--- src/adpcm_pkg.sv ---
package adpcm_pkg;

    localparam int num_ch       = 6;   // adpcm-a channels
    localparam int ch_w         = 3;   // channel index
    localparam int addr_w       = 24;  // rom byte address
    localparam int reg_addr_w   = 16;  // start/end block number, 256 bytes each
    localparam int pcm_w        = 16;  // output sample
    localparam int dec_w        = 12;  // decoder accumulator
    localparam int step_idx_max = 48;

    // step sizes, one per step index
    localparam logic [15:0] step_table [0:step_idx_max] = '{
        16'd16,   16'd17,   16'd19,   16'd21,   16'd23,   16'd25,   16'd28,
        16'd31,   16'd34,   16'd37,   16'd41,   16'd45,   16'd50,   16'd55,
        16'd60,   16'd66,   16'd73,   16'd80,   16'd88,   16'd97,   16'd107,
        16'd118,  16'd130,  16'd143,  16'd157,  16'd173,  16'd190,  16'd209,
        16'd230,  16'd253,  16'd279,  16'd307,  16'd337,  16'd371,  16'd408,
        16'd449,  16'd494,  16'd544,  16'd598,  16'd658,  16'd724,  16'd796,
        16'd876,  16'd963,  16'd1060, 16'd1166, 16'd1282, 16'd1411, 16'd1552
    };

    // index move, looked up by the three magnitude bits
    localparam logic signed [4:0] idx_adj [0:7] = '{
        -5'sd1, -5'sd1, -5'sd1, -5'sd1,
        5'sd2,  5'sd5,  5'sd7,  5'sd9
    };

    // register operations handed from the sequencer to the datapath
    typedef enum logic [2:0] {
        op_none,
        op_start,    // start block number
        op_end,      // end block number
        op_pan,      // pan and channel level byte
        op_key_on,
        op_key_off
    } reg_op_e;

endpackage

--- src/adpcm_addr_cnt.sv ---
`timescale 1ns/100ps

module adpcm_addr_cnt (
    input  logic                              clk,
    input  logic                              rst_n,
    input  logic                              cen,
    input  logic [adpcm_pkg::ch_w-1:0]        seq_ch,
    input  adpcm_pkg::reg_op_e                seq_op,
    input  logic [adpcm_pkg::reg_addr_w-1:0]  seq_val,
    output logic [adpcm_pkg::addr_w-1:0]      rom_addr,
    output logic                              rom_oe_n,
    output logic [adpcm_pkg::ch_w-1:0]        ac_ch,
    output logic                              ac_nib_hi,  // high nibble of rom_data
    output logic                              ac_on,
    output logic [adpcm_pkg::ch_w-1:0]        pan_ch,
    output logic                              pan_wr,
    output logic [7:0]                        pan_val
);

    logic [adpcm_pkg::addr_w-1:0] start_a [adpcm_pkg::num_ch];
    logic [adpcm_pkg::addr_w-1:0] end_a [adpcm_pkg::num_ch];
    logic [adpcm_pkg::addr_w-1:0] cur_a [adpcm_pkg::num_ch];
    logic [adpcm_pkg::num_ch-1:0] on_ch;
    logic [adpcm_pkg::num_ch-1:0] nib_hi;
    logic                         play;
    logic                         at_end;

    // key ops take the whole slot, no fetch then
    assign play   = on_ch[seq_ch] && seq_op != adpcm_pkg::op_key_on
                                  && seq_op != adpcm_pkg::op_key_off;
    assign at_end = cur_a[seq_ch] == end_a[seq_ch];

    always_ff @(posedge clk or negedge rst_n) begin
        if (!rst_n) begin
            on_ch     <= '0;
            nib_hi    <= '0;
            rom_oe_n  <= 1'b1;
            ac_ch     <= '0;
            ac_nib_hi <= 1'b0;
            ac_on     <= 1'b0;
            pan_wr    <= 1'b0;
        end else if (cen) begin
            rom_oe_n  <= ~play;
            ac_ch     <= seq_ch;          // travels with the rom byte
            ac_nib_hi <= nib_hi[seq_ch];
            ac_on     <= play;
            pan_wr    <= seq_op == adpcm_pkg::op_pan;
            case (seq_op)
                adpcm_pkg::op_key_on: begin
                    on_ch[seq_ch]  <= 1'b1;
                    nib_hi[seq_ch] <= 1'b1;   // high nibble first
                end
                adpcm_pkg::op_key_off: on_ch[seq_ch] <= 1'b0;
                default: ;
            endcase
            if (play) begin
                nib_hi[seq_ch] <= ~nib_hi[seq_ch];
                if (!nib_hi[seq_ch] && at_end) on_ch[seq_ch] <= 1'b0;  // last byte done
            end
        end
    end

    always_ff @(posedge clk) begin
        if (cen) begin
            pan_ch  <= seq_ch;
            pan_val <= seq_val[7:0];
            if (play) rom_addr <= cur_a[seq_ch];
            case (seq_op)
                adpcm_pkg::op_start:  start_a[seq_ch] <= {seq_val, 8'h00};  // block * 256
                adpcm_pkg::op_end:    end_a[seq_ch]   <= {seq_val, 8'hff};  // last byte of block
                adpcm_pkg::op_key_on: cur_a[seq_ch]   <= start_a[seq_ch];
                default: ;
            endcase
            if (play && !nib_hi[seq_ch] && !at_end) begin
                cur_a[seq_ch] <= cur_a[seq_ch] + 1'b1;  // next byte after low nibble
            end
        end
    end

endmodule

--- src/adpcm_decoder.sv ---
`timescale 1ns/100ps

module adpcm_decoder (
    input  logic                                clk,
    input  logic                                rst_n,
    input  logic                                cen,
    input  logic [7:0]                          rom_data,
    input  logic [adpcm_pkg::ch_w-1:0]          ac_ch,
    input  logic                                ac_nib_hi,
    input  logic                                ac_on,
    output logic [adpcm_pkg::ch_w-1:0]          dec_ch,
    output logic signed [adpcm_pkg::dec_w-1:0]  dec_pcm,
    output logic                                dec_on
);

    logic signed [adpcm_pkg::dec_w-1:0] acc [adpcm_pkg::num_ch];
    logic [5:0]                         idx [adpcm_pkg::num_ch];  // 0..48
    logic [3:0]                         nib;
    logic [15:0]                        step;
    logic [15:0]                        prod;
    logic [adpcm_pkg::dec_w-1:0]        delta;
    logic signed [adpcm_pkg::dec_w-1:0] acc_nxt;
    logic signed [7:0]                  idx_sum;
    logic [5:0]                         idx_nxt;

    always_comb begin
        nib   = ac_nib_hi ? rom_data[7:4] : rom_data[3:0];
        step  = adpcm_pkg::step_table[idx[ac_ch]];
        prod  = step * {12'd0, nib[2:0], 1'b1};       // step * (2m+1)
        delta = prod[14:3];                           // /8, max 2910
        // wraps in 12 bits
        acc_nxt = nib[3] ? acc[ac_ch] - delta : acc[ac_ch] + delta;
        idx_sum = $signed({2'b00, idx[ac_ch]}) + adpcm_pkg::idx_adj[nib[2:0]];
        if (idx_sum < 0) idx_nxt = '0;
        else if (idx_sum > adpcm_pkg::step_idx_max) idx_nxt = 6'(adpcm_pkg::step_idx_max);
        else idx_nxt = idx_sum[5:0];
    end

    always_ff @(posedge clk or negedge rst_n) begin
        if (!rst_n) begin
            dec_ch  <= '0;
            dec_on  <= 1'b0;
            dec_pcm <= '0;
        end else if (cen) begin
            dec_ch  <= ac_ch;
            dec_on  <= ac_on;
            dec_pcm <= ac_on ? acc_nxt : '0;  // idle slot outputs silence
        end
    end

    // per-channel state, cleared by every idle slot
    always_ff @(posedge clk) begin
        if (cen) begin
            acc[ac_ch] <= ac_on ? acc_nxt : '0;
            idx[ac_ch] <= ac_on ? idx_nxt : '0;
        end
    end

endmodule

--- src/adpcm_drv_a.sv ---
`timescale 1ns/100ps

module adpcm_drv_a (
    input  logic                                clk,
    input  logic                                rst_n,
    input  logic                                cen,
    input  logic [5:0]                          atl,
    input  logic [adpcm_pkg::ch_w-1:0]          up_ch,
    input  logic                                up_start,
    input  logic                                up_end,
    input  logic                                up_lracl,
    input  logic [adpcm_pkg::reg_addr_w-1:0]    addr_in,
    input  logic [7:0]                          lracl_in,
    input  logic                                aon_wr,
    input  logic [7:0]                          aon_cmd,
    input  logic [7:0]                          rom_data,
    output logic [adpcm_pkg::addr_w-1:0]        rom_addr,
    output logic                                rom_oe_n,
    output logic signed [adpcm_pkg::pcm_w-1:0]  pcm_l,
    output logic signed [adpcm_pkg::pcm_w-1:0]  pcm_r,
    output logic                                sample_valid
);

    logic [adpcm_pkg::ch_w-1:0]         seq_ch, ac_ch, pan_ch, dec_ch, gain_ch;
    adpcm_pkg::reg_op_e                 seq_op;
    logic [adpcm_pkg::reg_addr_w-1:0]   seq_val;
    logic                               ac_nib_hi, ac_on, pan_wr, dec_on;
    logic [7:0]                         pan_val;
    logic signed [adpcm_pkg::dec_w-1:0] dec_pcm;
    logic signed [adpcm_pkg::pcm_w-1:0] gain_l, gain_r;

    adpcm_slot_seq u_seq (  // slot counter, pending writes
        .clk, .rst_n, .cen, .up_ch, .up_start, .up_end, .up_lracl,
        .addr_in, .lracl_in, .aon_wr, .aon_cmd, .seq_ch, .seq_op, .seq_val
    );

    adpcm_addr_cnt u_addr (  // rom fetch
        .clk, .rst_n, .cen, .seq_ch, .seq_op, .seq_val, .rom_addr, .rom_oe_n,
        .ac_ch, .ac_nib_hi, .ac_on, .pan_ch, .pan_wr, .pan_val
    );

    adpcm_decoder u_dec (
        .clk, .rst_n, .cen, .rom_data, .ac_ch, .ac_nib_hi, .ac_on,
        .dec_ch, .dec_pcm, .dec_on
    );

    adpcm_gain u_gain (
        .clk, .rst_n, .cen, .atl, .pan_ch, .pan_wr, .pan_val,
        .dec_ch, .dec_pcm, .dec_on, .gain_ch, .gain_l, .gain_r
    );

    adpcm_mix u_mix (  // one stereo sample per round
        .clk, .rst_n, .cen, .gain_ch, .gain_l, .gain_r, .pcm_l, .pcm_r, .sample_valid
    );

endmodule

--- src/adpcm_gain.sv ---
`timescale 1ns/100ps

module adpcm_gain (
    input  logic                                clk,
    input  logic                                rst_n,
    input  logic                                cen,
    input  logic [5:0]                          atl,      // total level attenuation
    input  logic [adpcm_pkg::ch_w-1:0]          pan_ch,
    input  logic                                pan_wr,
    input  logic [7:0]                          pan_val,  // L, R, -, attenuation 4:0
    input  logic [adpcm_pkg::ch_w-1:0]          dec_ch,
    input  logic signed [adpcm_pkg::dec_w-1:0]  dec_pcm,
    input  logic                                dec_on,
    output logic [adpcm_pkg::ch_w-1:0]          gain_ch,
    output logic signed [adpcm_pkg::pcm_w-1:0]  gain_l,
    output logic signed [adpcm_pkg::pcm_w-1:0]  gain_r
);

    logic [7:0]                         lracl [adpcm_pkg::num_ch];
    logic [4:0]                         lvl;
    logic [5:0]                         tl;
    logic signed [17:0]                 mul_cl;
    logic signed [19:0]                 mul_tl;
    logic signed [12:0]                 sc_cl;
    logic signed [13:0]                 sc_tl;
    logic signed [adpcm_pkg::pcm_w-1:0] pcm_g;

    always_comb begin
        lvl    = 5'd31 - lracl[dec_ch][4:0];
        tl     = 6'd63 - atl;
        mul_cl = dec_pcm * $signed({1'b0, lvl});
        sc_cl  = mul_cl[17:5];                 // >>> 5
        mul_tl = sc_cl * $signed({1'b0, tl});
        sc_tl  = mul_tl[19:6];                 // >>> 6
        pcm_g  = 16'(sc_tl);                   // sign extend
    end

    always_ff @(posedge clk or negedge rst_n) begin
        if (!rst_n) begin
            for (int i = 0; i < adpcm_pkg::num_ch; i++) lracl[i] <= 8'h00;  // muted
            gain_ch <= '0;
            gain_l  <= '0;
            gain_r  <= '0;
        end else if (cen) begin
            if (pan_wr) lracl[pan_ch] <= pan_val;
            gain_ch <= dec_ch;
            gain_l  <= (dec_on && lracl[dec_ch][7]) ? pcm_g : '0;  // left
            gain_r  <= (dec_on && lracl[dec_ch][6]) ? pcm_g : '0;  // right
        end
    end

endmodule

--- src/adpcm_mix.sv ---
`timescale 1ns/100ps

module adpcm_mix (
    input  logic                                clk,
    input  logic                                rst_n,
    input  logic                                cen,
    input  logic [adpcm_pkg::ch_w-1:0]          gain_ch,
    input  logic signed [adpcm_pkg::pcm_w-1:0]  gain_l,
    input  logic signed [adpcm_pkg::pcm_w-1:0]  gain_r,
    output logic signed [adpcm_pkg::pcm_w-1:0]  pcm_l,
    output logic signed [adpcm_pkg::pcm_w-1:0]  pcm_r,
    output logic                                sample_valid
);

    logic signed [adpcm_pkg::pcm_w+2:0] sum_l, sum_r;  // 19 bits, six channels
    logic signed [adpcm_pkg::pcm_w+2:0] tot_l, tot_r;
    logic                               last;

    // clamp a round sum to the output range
    function automatic logic signed [adpcm_pkg::pcm_w-1:0] sat(
        input logic signed [adpcm_pkg::pcm_w+2:0] v
    );
        logic [3:0] top;
        top = v[adpcm_pkg::pcm_w+2:adpcm_pkg::pcm_w-1];
        if (&top || ~|top) return v[adpcm_pkg::pcm_w-1:0];  // in range
        return {v[adpcm_pkg::pcm_w+2], {(adpcm_pkg::pcm_w-1){~v[adpcm_pkg::pcm_w+2]}}};
    endfunction

    assign tot_l = sum_l + gain_l;
    assign tot_r = sum_r + gain_r;
    assign last  = int'(gain_ch) == adpcm_pkg::num_ch - 1;  // channel 5 closes the round

    always_ff @(posedge clk or negedge rst_n) begin
        if (!rst_n) begin
            sum_l        <= '0;
            sum_r        <= '0;
            pcm_l        <= '0;
            pcm_r        <= '0;
            sample_valid <= 1'b0;
        end else begin
            sample_valid <= cen && last;  // one clk wide
            if (cen) begin
                if (last) begin
                    pcm_l <= sat(tot_l);
                    pcm_r <= sat(tot_r);
                    sum_l <= '0;
                    sum_r <= '0;
                end else begin
                    sum_l <= tot_l;
                    sum_r <= tot_r;
                end
            end
        end
    end

endmodule

--- src/adpcm_slot_seq.sv ---
`timescale 1ns/100ps

module adpcm_slot_seq (
    input  logic                              clk,
    input  logic                              rst_n,
    input  logic                              cen,
    input  logic [adpcm_pkg::ch_w-1:0]        up_ch,
    input  logic                              up_start,
    input  logic                              up_end,
    input  logic                              up_lracl,
    input  logic [adpcm_pkg::reg_addr_w-1:0]  addr_in,
    input  logic [7:0]                        lracl_in,
    input  logic                              aon_wr,
    input  logic [7:0]                        aon_cmd,   // bit 7 = key off, 5:0 = mask
    output logic [adpcm_pkg::ch_w-1:0]        seq_ch,
    output adpcm_pkg::reg_op_e                seq_op,
    output logic [adpcm_pkg::reg_addr_w-1:0]  seq_val
);

    logic [adpcm_pkg::ch_w-1:0]       slot;
    logic [adpcm_pkg::num_ch-1:0]     pend_start, pend_end, pend_pan, pend_on, pend_off;
    logic [adpcm_pkg::reg_addr_w-1:0] start_val [adpcm_pkg::num_ch];
    logic [adpcm_pkg::reg_addr_w-1:0] end_val [adpcm_pkg::num_ch];
    logic [7:0]                       lracl_val [adpcm_pkg::num_ch];
    logic                             up_ok;

    assign up_ok  = int'(up_ch) < adpcm_pkg::num_ch;  // drop writes to channels 6, 7
    assign seq_ch = slot;                             // the address counter serves this slot

    // one op per slot, key off first
    always_comb begin
        seq_op  = adpcm_pkg::op_none;
        seq_val = '0;
        if (pend_off[slot]) begin
            seq_op = adpcm_pkg::op_key_off;
        end else if (pend_start[slot]) begin
            seq_op  = adpcm_pkg::op_start;
            seq_val = start_val[slot];
        end else if (pend_end[slot]) begin
            seq_op  = adpcm_pkg::op_end;
            seq_val = end_val[slot];
        end else if (pend_on[slot]) begin
            seq_op = adpcm_pkg::op_key_on;
        end else if (pend_pan[slot]) begin
            seq_op  = adpcm_pkg::op_pan;
            seq_val = {8'h00, lracl_val[slot]};  // pan byte in the low half
        end
    end

    always_ff @(posedge clk or negedge rst_n) begin
        if (!rst_n) begin
            slot       <= '0;
            pend_start <= '0;
            pend_end   <= '0;
            pend_pan   <= '0;
            pend_on    <= '0;
            pend_off   <= '0;
        end else begin
            if (cen) begin
                if (int'(slot) == adpcm_pkg::num_ch - 1) slot <= '0;
                else slot <= slot + 1'b1;
                case (seq_op)  // delivered op leaves the queue
                    adpcm_pkg::op_key_off: pend_off[slot]   <= 1'b0;
                    adpcm_pkg::op_start:   pend_start[slot] <= 1'b0;
                    adpcm_pkg::op_end:     pend_end[slot]   <= 1'b0;
                    adpcm_pkg::op_key_on:  pend_on[slot]    <= 1'b0;
                    adpcm_pkg::op_pan:     pend_pan[slot]   <= 1'b0;
                    default: ;
                endcase
            end
            // a write in the delivery cycle stays pending
            if (up_start && up_ok) pend_start[up_ch] <= 1'b1;
            if (up_end && up_ok)   pend_end[up_ch]   <= 1'b1;
            if (up_lracl && up_ok) pend_pan[up_ch]   <= 1'b1;
            if (aon_wr) begin
                for (int i = 0; i < adpcm_pkg::num_ch; i++) begin
                    if (aon_cmd[i]) begin
                        pend_off[i] <= aon_cmd[7];   // last key command wins
                        pend_on[i]  <= ~aon_cmd[7];
                    end
                end
            end
        end
    end

    // write values, newest replaces older
    always_ff @(posedge clk) begin
        if (up_start && up_ok) start_val[up_ch] <= addr_in;
        if (up_end && up_ok)   end_val[up_ch]   <= addr_in;
        if (up_lracl && up_ok) lracl_val[up_ch] <= lracl_in;
    end

endmodule

--- config.mk ---
export PLATFORM = sky130hd
export DESIGN_NAME = adpcm_drv_a
export DESIGN_NICKNAME = d
export VERILOG_FILES = /design/src/adpcm_pkg.sv /design/src/adpcm_addr_cnt.sv /design/src/adpcm_decoder.sv /design/src/adpcm_drv_a.sv /design/src/adpcm_gain.sv /design/src/adpcm_mix.sv /design/src/adpcm_slot_seq.sv
export SDC_FILE = /design/constraint.sdc
export NUM_CORES = 2
export LEC_CHECK = 0
export BUFFER_PORTS_ARGS = -buffer_cell sky130_fd_sc_hd__buf_4
export CORE_UTILIZATION = 45
export CTS_CLUSTER_DIAMETER = 100
export DETAILED_ROUTE_END_ITERATION = 16
export PLACE_DENSITY = 0.68
export SETUP_SLACK_MARGIN = 0.05
export SLEW_MARGIN = 20
export SYNTH_ARGS = -nofsm -noshare
export SYNTH_HDL_FRONTEND = slang
export SYNTH_SLANG_ARGS = --single-unit
--- constraint.sdc ---
create_clock -name clk -period 13 [get_ports clk]
set_input_delay 1.95 -clock clk [delete_from_list [all_inputs] [get_ports clk]]
set_output_delay 1.95 -clock clk [all_outputs]
set_load 0.01 [all_outputs]
# Word level (Yosys, flattened, before mapping)
# Memory sizes are Yosys's and may differ from the RTL's.
# Cells that the tools add are included.
[op_classes]
n_addsub = 9
multipliers = 3
n_lt_le_gt_ge = 12
eq_ne = 10
n_mux = 115
n_bitwise = 23
n_reduce_logical = 27
[ops]
columns = ["operator", "n"]
rows = [
  ["16-bit 2-to-1 mux", 12],
  ["6-bit 2-to-1 mux", 24],
  ["48-bit bitwise mux", 1],
  ["1-bit 2-to-1 mux", 47],
  ["6-bit bitwise AND", 7],
  ["19-bit by 16-bit adder with 19-bit output", 2],
  ["19-bit 2-to-1 mux", 2],
  ["8-bit 2-to-1 mux", 4],
  ["6-bit bitwise OR", 5],
  ["24-bit by 1-bit adder with 24-bit output (second input constant)", 1],
  ["8-bit binary-select mux with 3-bit select", 1],
  ["8-bit demux with 3-bit select", 1],
  ["24-bit equality test", 1],
  ["12-bit 2-to-1 mux", 2],
  ["24-bit 2-to-1 mux", 1],
  ["1-bit binary-select mux with 3-bit select", 7],
  ["13-bit by 7-bit multiplier with 20-bit output", 1],
  ["12-bit by 6-bit multiplier with 18-bit output", 1],
  ["16-bit by 4-bit multiplier with 15-bit output", 1],
  ["3-bit 2-to-1 mux", 5],
  ["1-bit logical AND", 14],
  ["12-bit adder", 1],
  ["3-bit equality test (second input constant)", 4],
  ["4-bit greater-or-equal comparator (second input constant)", 3],
  ["other kinds (31)", 51],
]
[word_totals]
ff_bits = 257
ram_bits = 684
romBits = 1064
out_inout_bits = 58
word_cells = 242
n_memories = 10
[memory_table]
columns = ["memory", "depth", "word_bits", "read_ports", "rd_clocked_by_memory_dff", "write_ports", "line", "text"]
rows = [
  ["(no name shown)", 64, 16, 1, 0, 0, "adpcm_decoder.sv:28", "step = adpcm_pkg::step_table[idx[ac_ch]];"],
  ["u_addr.cur_a", 6, 24, 1, 0, 1, "adpcm_addr_cnt.sv:22", "logic [adpcm_pkg::addr_w-1:0] cur_a [adpcm_pkg::num_ch];"],
  ["u_addr.end_a", 6, 16, 1, 0, 1, "adpcm_addr_cnt.sv:21", "logic [adpcm_pkg::addr_w-1:0] end_a [adpcm_pkg::num_ch];"],
  ["u_addr.start_a", 6, 16, 1, 0, 1, "adpcm_addr_cnt.sv:20", "logic [adpcm_pkg::addr_w-1:0] start_a [adpcm_pkg::num_ch];"],
  ["u_seq.end_val", 6, 16, 1, 0, 1, "adpcm_slot_seq.sv:23", "logic [adpcm_pkg::reg_addr_w-1:0] end_val [adpcm_pkg::num_ch];"],
  ["u_seq.start_val", 6, 16, 1, 0, 1, "adpcm_slot_seq.sv:22", "logic [adpcm_pkg::reg_addr_w-1:0] start_val [adpcm_pkg::num_ch];"],
  ["+4 memories", "-", "-", "-", "-", "-", "-", ""],
]

# Longest topological paths before layout
[logic_depth]
depth_word = 16
mapped_depth = 39
mapped_depth_nobuf = 36

# Hierarchy
# Synthesis repeated with hierarchy kept, for this count alone.
[hier_totals]
cells_unflattened = 3734
area_unflattened_um2 = 48098.6
[modules_own_cells]
columns = ["module", "instances", "cells_per_inst", "area_each_um2", "seq_area_each_um2"]
rows = [
  ["adpcm_addr_cnt", 1, 1005, 15984.1, 11617.4],
  ["adpcm_slot_seq", 1, 680, 11158.2, 8032.7],
  ["adpcm_gain", 1, 863, 8262.9, 1826.8],
  ["adpcm_decoder", 1, 705, 8055.2, 3643.5],
  ["adpcm_mix", 1, 481, 4638.2, 1776.7],
]

# Worst setup path before layout
# Ideal clock, no wire load.
[synth_path]
path_type = "flip-flop to flip-flop"
startpoint = "reg u_dec.dec_ch[0] (netlist bit)"
endpoint = "reg u_gain.gain_l[14] (netlist bit)"
setup_time_ps = 130
t_arrival_ps = 9441
t_required_ps = 12870
path_slack_ps = 3430
stages_incl_launch_ff = 35
path_buffers = 3
period_less_slack_ps = 9570
path_cell_list = "dfrtp_1 > clkbuf_1 > buf_1 > mux4_2 > a21oi_1 > clkbuf_1 > and2_1 > fa_1 > ha_1 > fa_1 > ha_1 > and3_1 > a31o_2 > a211oi_1 > nor3_1 > or2_2 > a211oi_1 > xnor2_1 > nand2b_1 > fa_1 > inv_1 > fa_1 > fa_1 > inv_1 > fa_1 > inv_1 > ha_1 > a21o_1 > a21o_1 > a221o_1 > a211o_1 > and2_1 > a211oi_1 > xor2_1 > o2bb2ai_1"
[synth_via]
elab_chain_cells = 8
word_cells_on_any_way = 9
classes_between = "1 x add/sub; 2 x mul; 4 x mux; 1 x bitwise; 1 x reduce/logical"
[synth_rtl]
columns = ["element", "line", "text"]
rows = [
  ["start, declared", "adpcm_decoder.sv:11", "output logic [adpcm_pkg::ch_w-1:0] dec_ch,"],
  ["start signal, assigned", "adpcm_decoder.sv:45", "dec_ch <= ac_ch;"],
  ["3-bit inverter with 4-bit output (implied by the code) (*)", "adpcm_gain.sv:29, adpcm_gain.sv:47", ""],
  ["8-bit binary-select mux with 3-bit select (*)", "adpcm_gain.sv:29, adpcm_gain.sv:47", ""],
  ["8-bit 2-to-1 mux (implied by the code) (*) (2 in series)", "adpcm_gain.sv:47", "gain_l <= (dec_on && lracl[dec_ch][7]) ? pcm_g : '0;"],
  ["5-bit subtractor", "adpcm_gain.sv:29", "lvl = 5'd31 - lracl[dec_ch][4:0];"],
  ["12-bit by 6-bit multiplier with 18-bit output", "adpcm_gain.sv:31", "mul_cl = dec_pcm * $signed({1'b0, lvl});"],
  ["13-bit by 7-bit multiplier with 20-bit output", "adpcm_gain.sv:33", "mul_tl = sc_cl * $signed({1'b0, tl});"],
  ["16-bit 2-to-1 mux (*)", "adpcm_gain.sv:47", ""],
  ["end signal, assigned", "adpcm_gain.sv:47", ""],
  ["end, declared", "adpcm_gain.sv:15", "output logic signed [adpcm_pkg::pcm_w-1:0] gain_l,"],
]
# Every way passes the cells marked *; elsewhere a longest branch is shown, timed or not. The select of a mux whose other input is x is not followed.
# A chain may end at the register's enable or synchronous reset.

# Worst setup path after layout
# Same ends and word-level chain as after synthesis.

==> impl_metrics.json <==
{
  "track_usage": 0.1974,
  "dp_hpwl_mm": 65.68,
  "hold_class": "reg2reg",
  "syn_inst": 3401,
  "setup_viol": 0,
  "fin_skew_ns": 0.03975,
  "grt_pass1_wl_mm": 159.5,
  "syn2layout_area_growth_pct": 11.96,
  "die-area_um2": 104000,
  "postRouteAntennaNets": 0,
  "end_kind": "register",
  "cts.clk_slew.worst_paths_ns": 0.06,
  "fin_crit_ns": 10.72,
  "grt_max_degree": 94,
  "initial_core_util": 0.4544,
  "yosysWarningCount": 0,
  "r2r_cells": 31,
  "first_pass_iters": 6,
  "syn_area_um2": 46230,
  "holdWs_ns": 0.4773,
  "cts_hold_buf": 0,
  "synth_cell_types": 86,
  "worstSetupPathType": "reg2reg",
  "portBuffers": 112,
  "postLayoutCoreUtil": 0.5088,
  "multi_input_area_um2": 17910,
  "max_slew_margin": 0.1876,
  "die_width_um": 322.5,
  "clock_path_buffers": 3,
  "cts_root_buf": "clkbuf_16",
  "period_share": 0.8243,
  "path_buf_inv": 3,
  "fp.dieH_um": 322.5,
  "slew_violations": 0,
  "cp_max_fo": 16,
  "vias": 27460,
  "core_area_um2": 101700,
  "start_kind": "register",
  "layout.cells.non_filler": 4974,
  "post_cts_resized": 0,
  "hold_viol": 0,
  "cts_tree": "done",
  "fill_cells": 8519,
  "cp.depth": 31,
  "overflow": 0,
  "tns_ns": 0,
  "cts.sinks": 930,
  "ys_seq_area_frac": 0.5811,
  "synth_nets": 3720,
  "cp.required_ns": 13.51,
  "cpMostUsedCell": "fa_1",
  "numCtsBuffers": 93,
  "arrival_ns": 11.22,
  "ys_ff_latch": 930,
  "dp_cells": 4801,
  "ys_async_sr_fraction": 0.2280,
  "tightest_slew_ns": 1.219,
  "h-tree-depth": 3,
  "ys.flop_type": "edfxtp_1",
  "pin_count": 114,
  "wl_per_cell_um": 20.15,
  "seqCellArea_um2": 26880,
  "reg2reg_slack_ns": 2.28,
  "core.rowCount": 117,
  "nNetsFinal": 3849,
  "routed_wl_mm": 100.2,
  "hold_depth": 2,
  "antenna_found_initial": 4,
  "max_freq_mhz": 93.32,
  "place_congestion": 0.8481,
  "drc_errors": 0,
  "rsz0062_at_grt": "false",
  "cp_top_family": "adder cells",
  "clk_latency_ns": 0.68,
  "cpMaxStageDelayCell": "dfrtp_1",
  "synth_edf_count": 718,
  "grt_pass1_vias": 28230,
  "drive_above_1_share": 0.1545,
  "cap_viol_max_count": 0,
  "status": "finished, final reports clean",
  "syn_avg_cell_area_um2": 13.59,
  "max_stage_delay_ns": 0.92,
  "drt_iter0_markers": 2399,
  "post_cts_buffers": 0,
  "viasPerCell": 5.520
}
## synth_stat cells (52+ instances only)
library cell	n	share of area
a21oi_1	132	0.014
fa_1	112	0.048
ha_1	151	0.041
xnor2_1	87	0.016
mux2i_1	155	0.034
and2_1	92	0.012
o2bb2ai_1	62	0.012
nand2b_1	52	0.0070
o21ai_0	108	0.012
edfxtp_1	718	0.47
mux4_2	102	0.050
mux2_2	95	0.023
nand2_1	172	0.014
clkbuf_1	92	0.0075
dfrtp_1	211	0.11
inv_1	242	0.020
nor2_1	242	0.020
## routing by layer
metal / part of all wire / routed length [um] / vias to the layer above / GRT usage
li1: - / - / 12770 / -
met1: 0.44 / 43690 / 13910 / 0.2638
met2: 0.49 / 49160 / 642 / 0.3322
met3: 0.048 / 4788 / 135 / 0.02857
met4: 0.026 / 2573 / 2 / 0.06222
met5: 0.00013 / 13 / - / 0
## final timing paths
path,to,start
min in group asynchronous,u_mix.pcm_r[1],rst_n
min reg2reg,u_mix.pcm_r[0],u_mix.pcm_r[0]
max reg2reg,u_gain.gain_l[14],u_dec.dec_ch[0]
max,u_gain.gain_l[14],u_dec.dec_ch[0]
min,u_mix.pcm_r[0],u_mix.pcm_r[0]
max in group asynchronous,u_seq.seq_ch[0],rst_n
## layout make-up
cell class,instances,area share
diodes,1,0.00004835
clock buffers,134,0.04970
clock inverters,36,0.007880
inverters,250,0.01818
multi-input cells,2081,0.3461
flip-flops and latches,930,0.5193
well taps,1368,0.03307
repair buffers,174,0.02577
## worst reg2reg max path, delay by kind of cell, from the launching register on
family	cells	cell delay, ns
fa+ha+maj	9	3.85
buf+inv	3	0.15
mux	1	0.64
compound gates	10	3.10
simple gates	6	1.22
xor+xnor	2	0.71
flops	1	0.92
## logic make-up (layout without fill, tap and decap cells)
family / count (synthesis) / count (layout) / share of synthesized area
mux: 356 / 356 / 0.1078
fa+ha+maj: 263 / 263 / 0.08936
xor+xnor: 137 / 137 / 0.02625
simple gates: 760 / 760 / 0.07903
flops: 930 / 930 / 0.5811
other cells: 0 / 1 / 0
compound gates: 565 / 565 / 0.08355
buf+inv: 390 / 594 / 0.03283
## state kept, by name, indices dropped and copies added, names as in the netlist, 7 cells and up
register and flops:
u_dec.dec_pcm 12, u_gain.gain_r 14, u_seq.start_val 96, u_gain.lracl 42, u_addr.cur_a 144, u_addr.start_a 96, u_mix.sum_r 19, u_seq.lracl_val 48
u_gain.gain_l 14, u_addr.rom_addr 24, u_seq.end_val 96, u_mix.pcm_l 16, u_mix.pcm_r 16, u_mix.sum_l 19, u_addr.end_a 96, u_dec.idx 36
u_dec.acc 72, u_addr.pan_val 7
## metrics by stage
step | instance area [um2] | setup slack [ns]
after global routing | 51760 | 1.712
after detailed placement | 48740 | 2.308
final | 51760 | 2.284
after CTS | 51720 | 2.257
after floorplan | 46230 | 3.430
after global placement | 48720 | 2.408
## layout by cell type, fill, tap and decap left out, types with 21 or more instances in the layout
cell type | Yosys | routed
a211o_1 | 25 | 25
a21o_1 | 21 | 21
a21oi_1 | 132 | 131
and2_1 | 92 | 84
buf_4 | 3 | 169
clkbuf_1 | 92 | 33
clkbuf_16 | 0 | 94
dfrtp_1 | 211 | 207
edfxtp_1 | 718 | 718
fa_1 | 112 | 112
ha_1 | 151 | 151
inv_1 | 242 | 241
mux2_2 | 95 | 95
mux2i_1 | 155 | 155
mux4_2 | 102 | 102
nand2_1 | 172 | 172
nand2b_1 | 52 | 52
nand3_1 | 48 | 48
nor2_1 | 242 | 241
nor2b_1 | 31 | 28
nor3_1 | 46 | 40
o21ai_0 | 108 | 108
o22ai_1 | 28 | 27
o2bb2ai_1 | 62 | 62
xnor2_1 | 87 | 87
xor2_1 | 49 | 49
Power is left out: the tool's default activity adds up to more than one toggle a clock period on the data nets, which glitch-free logic cannot reach.
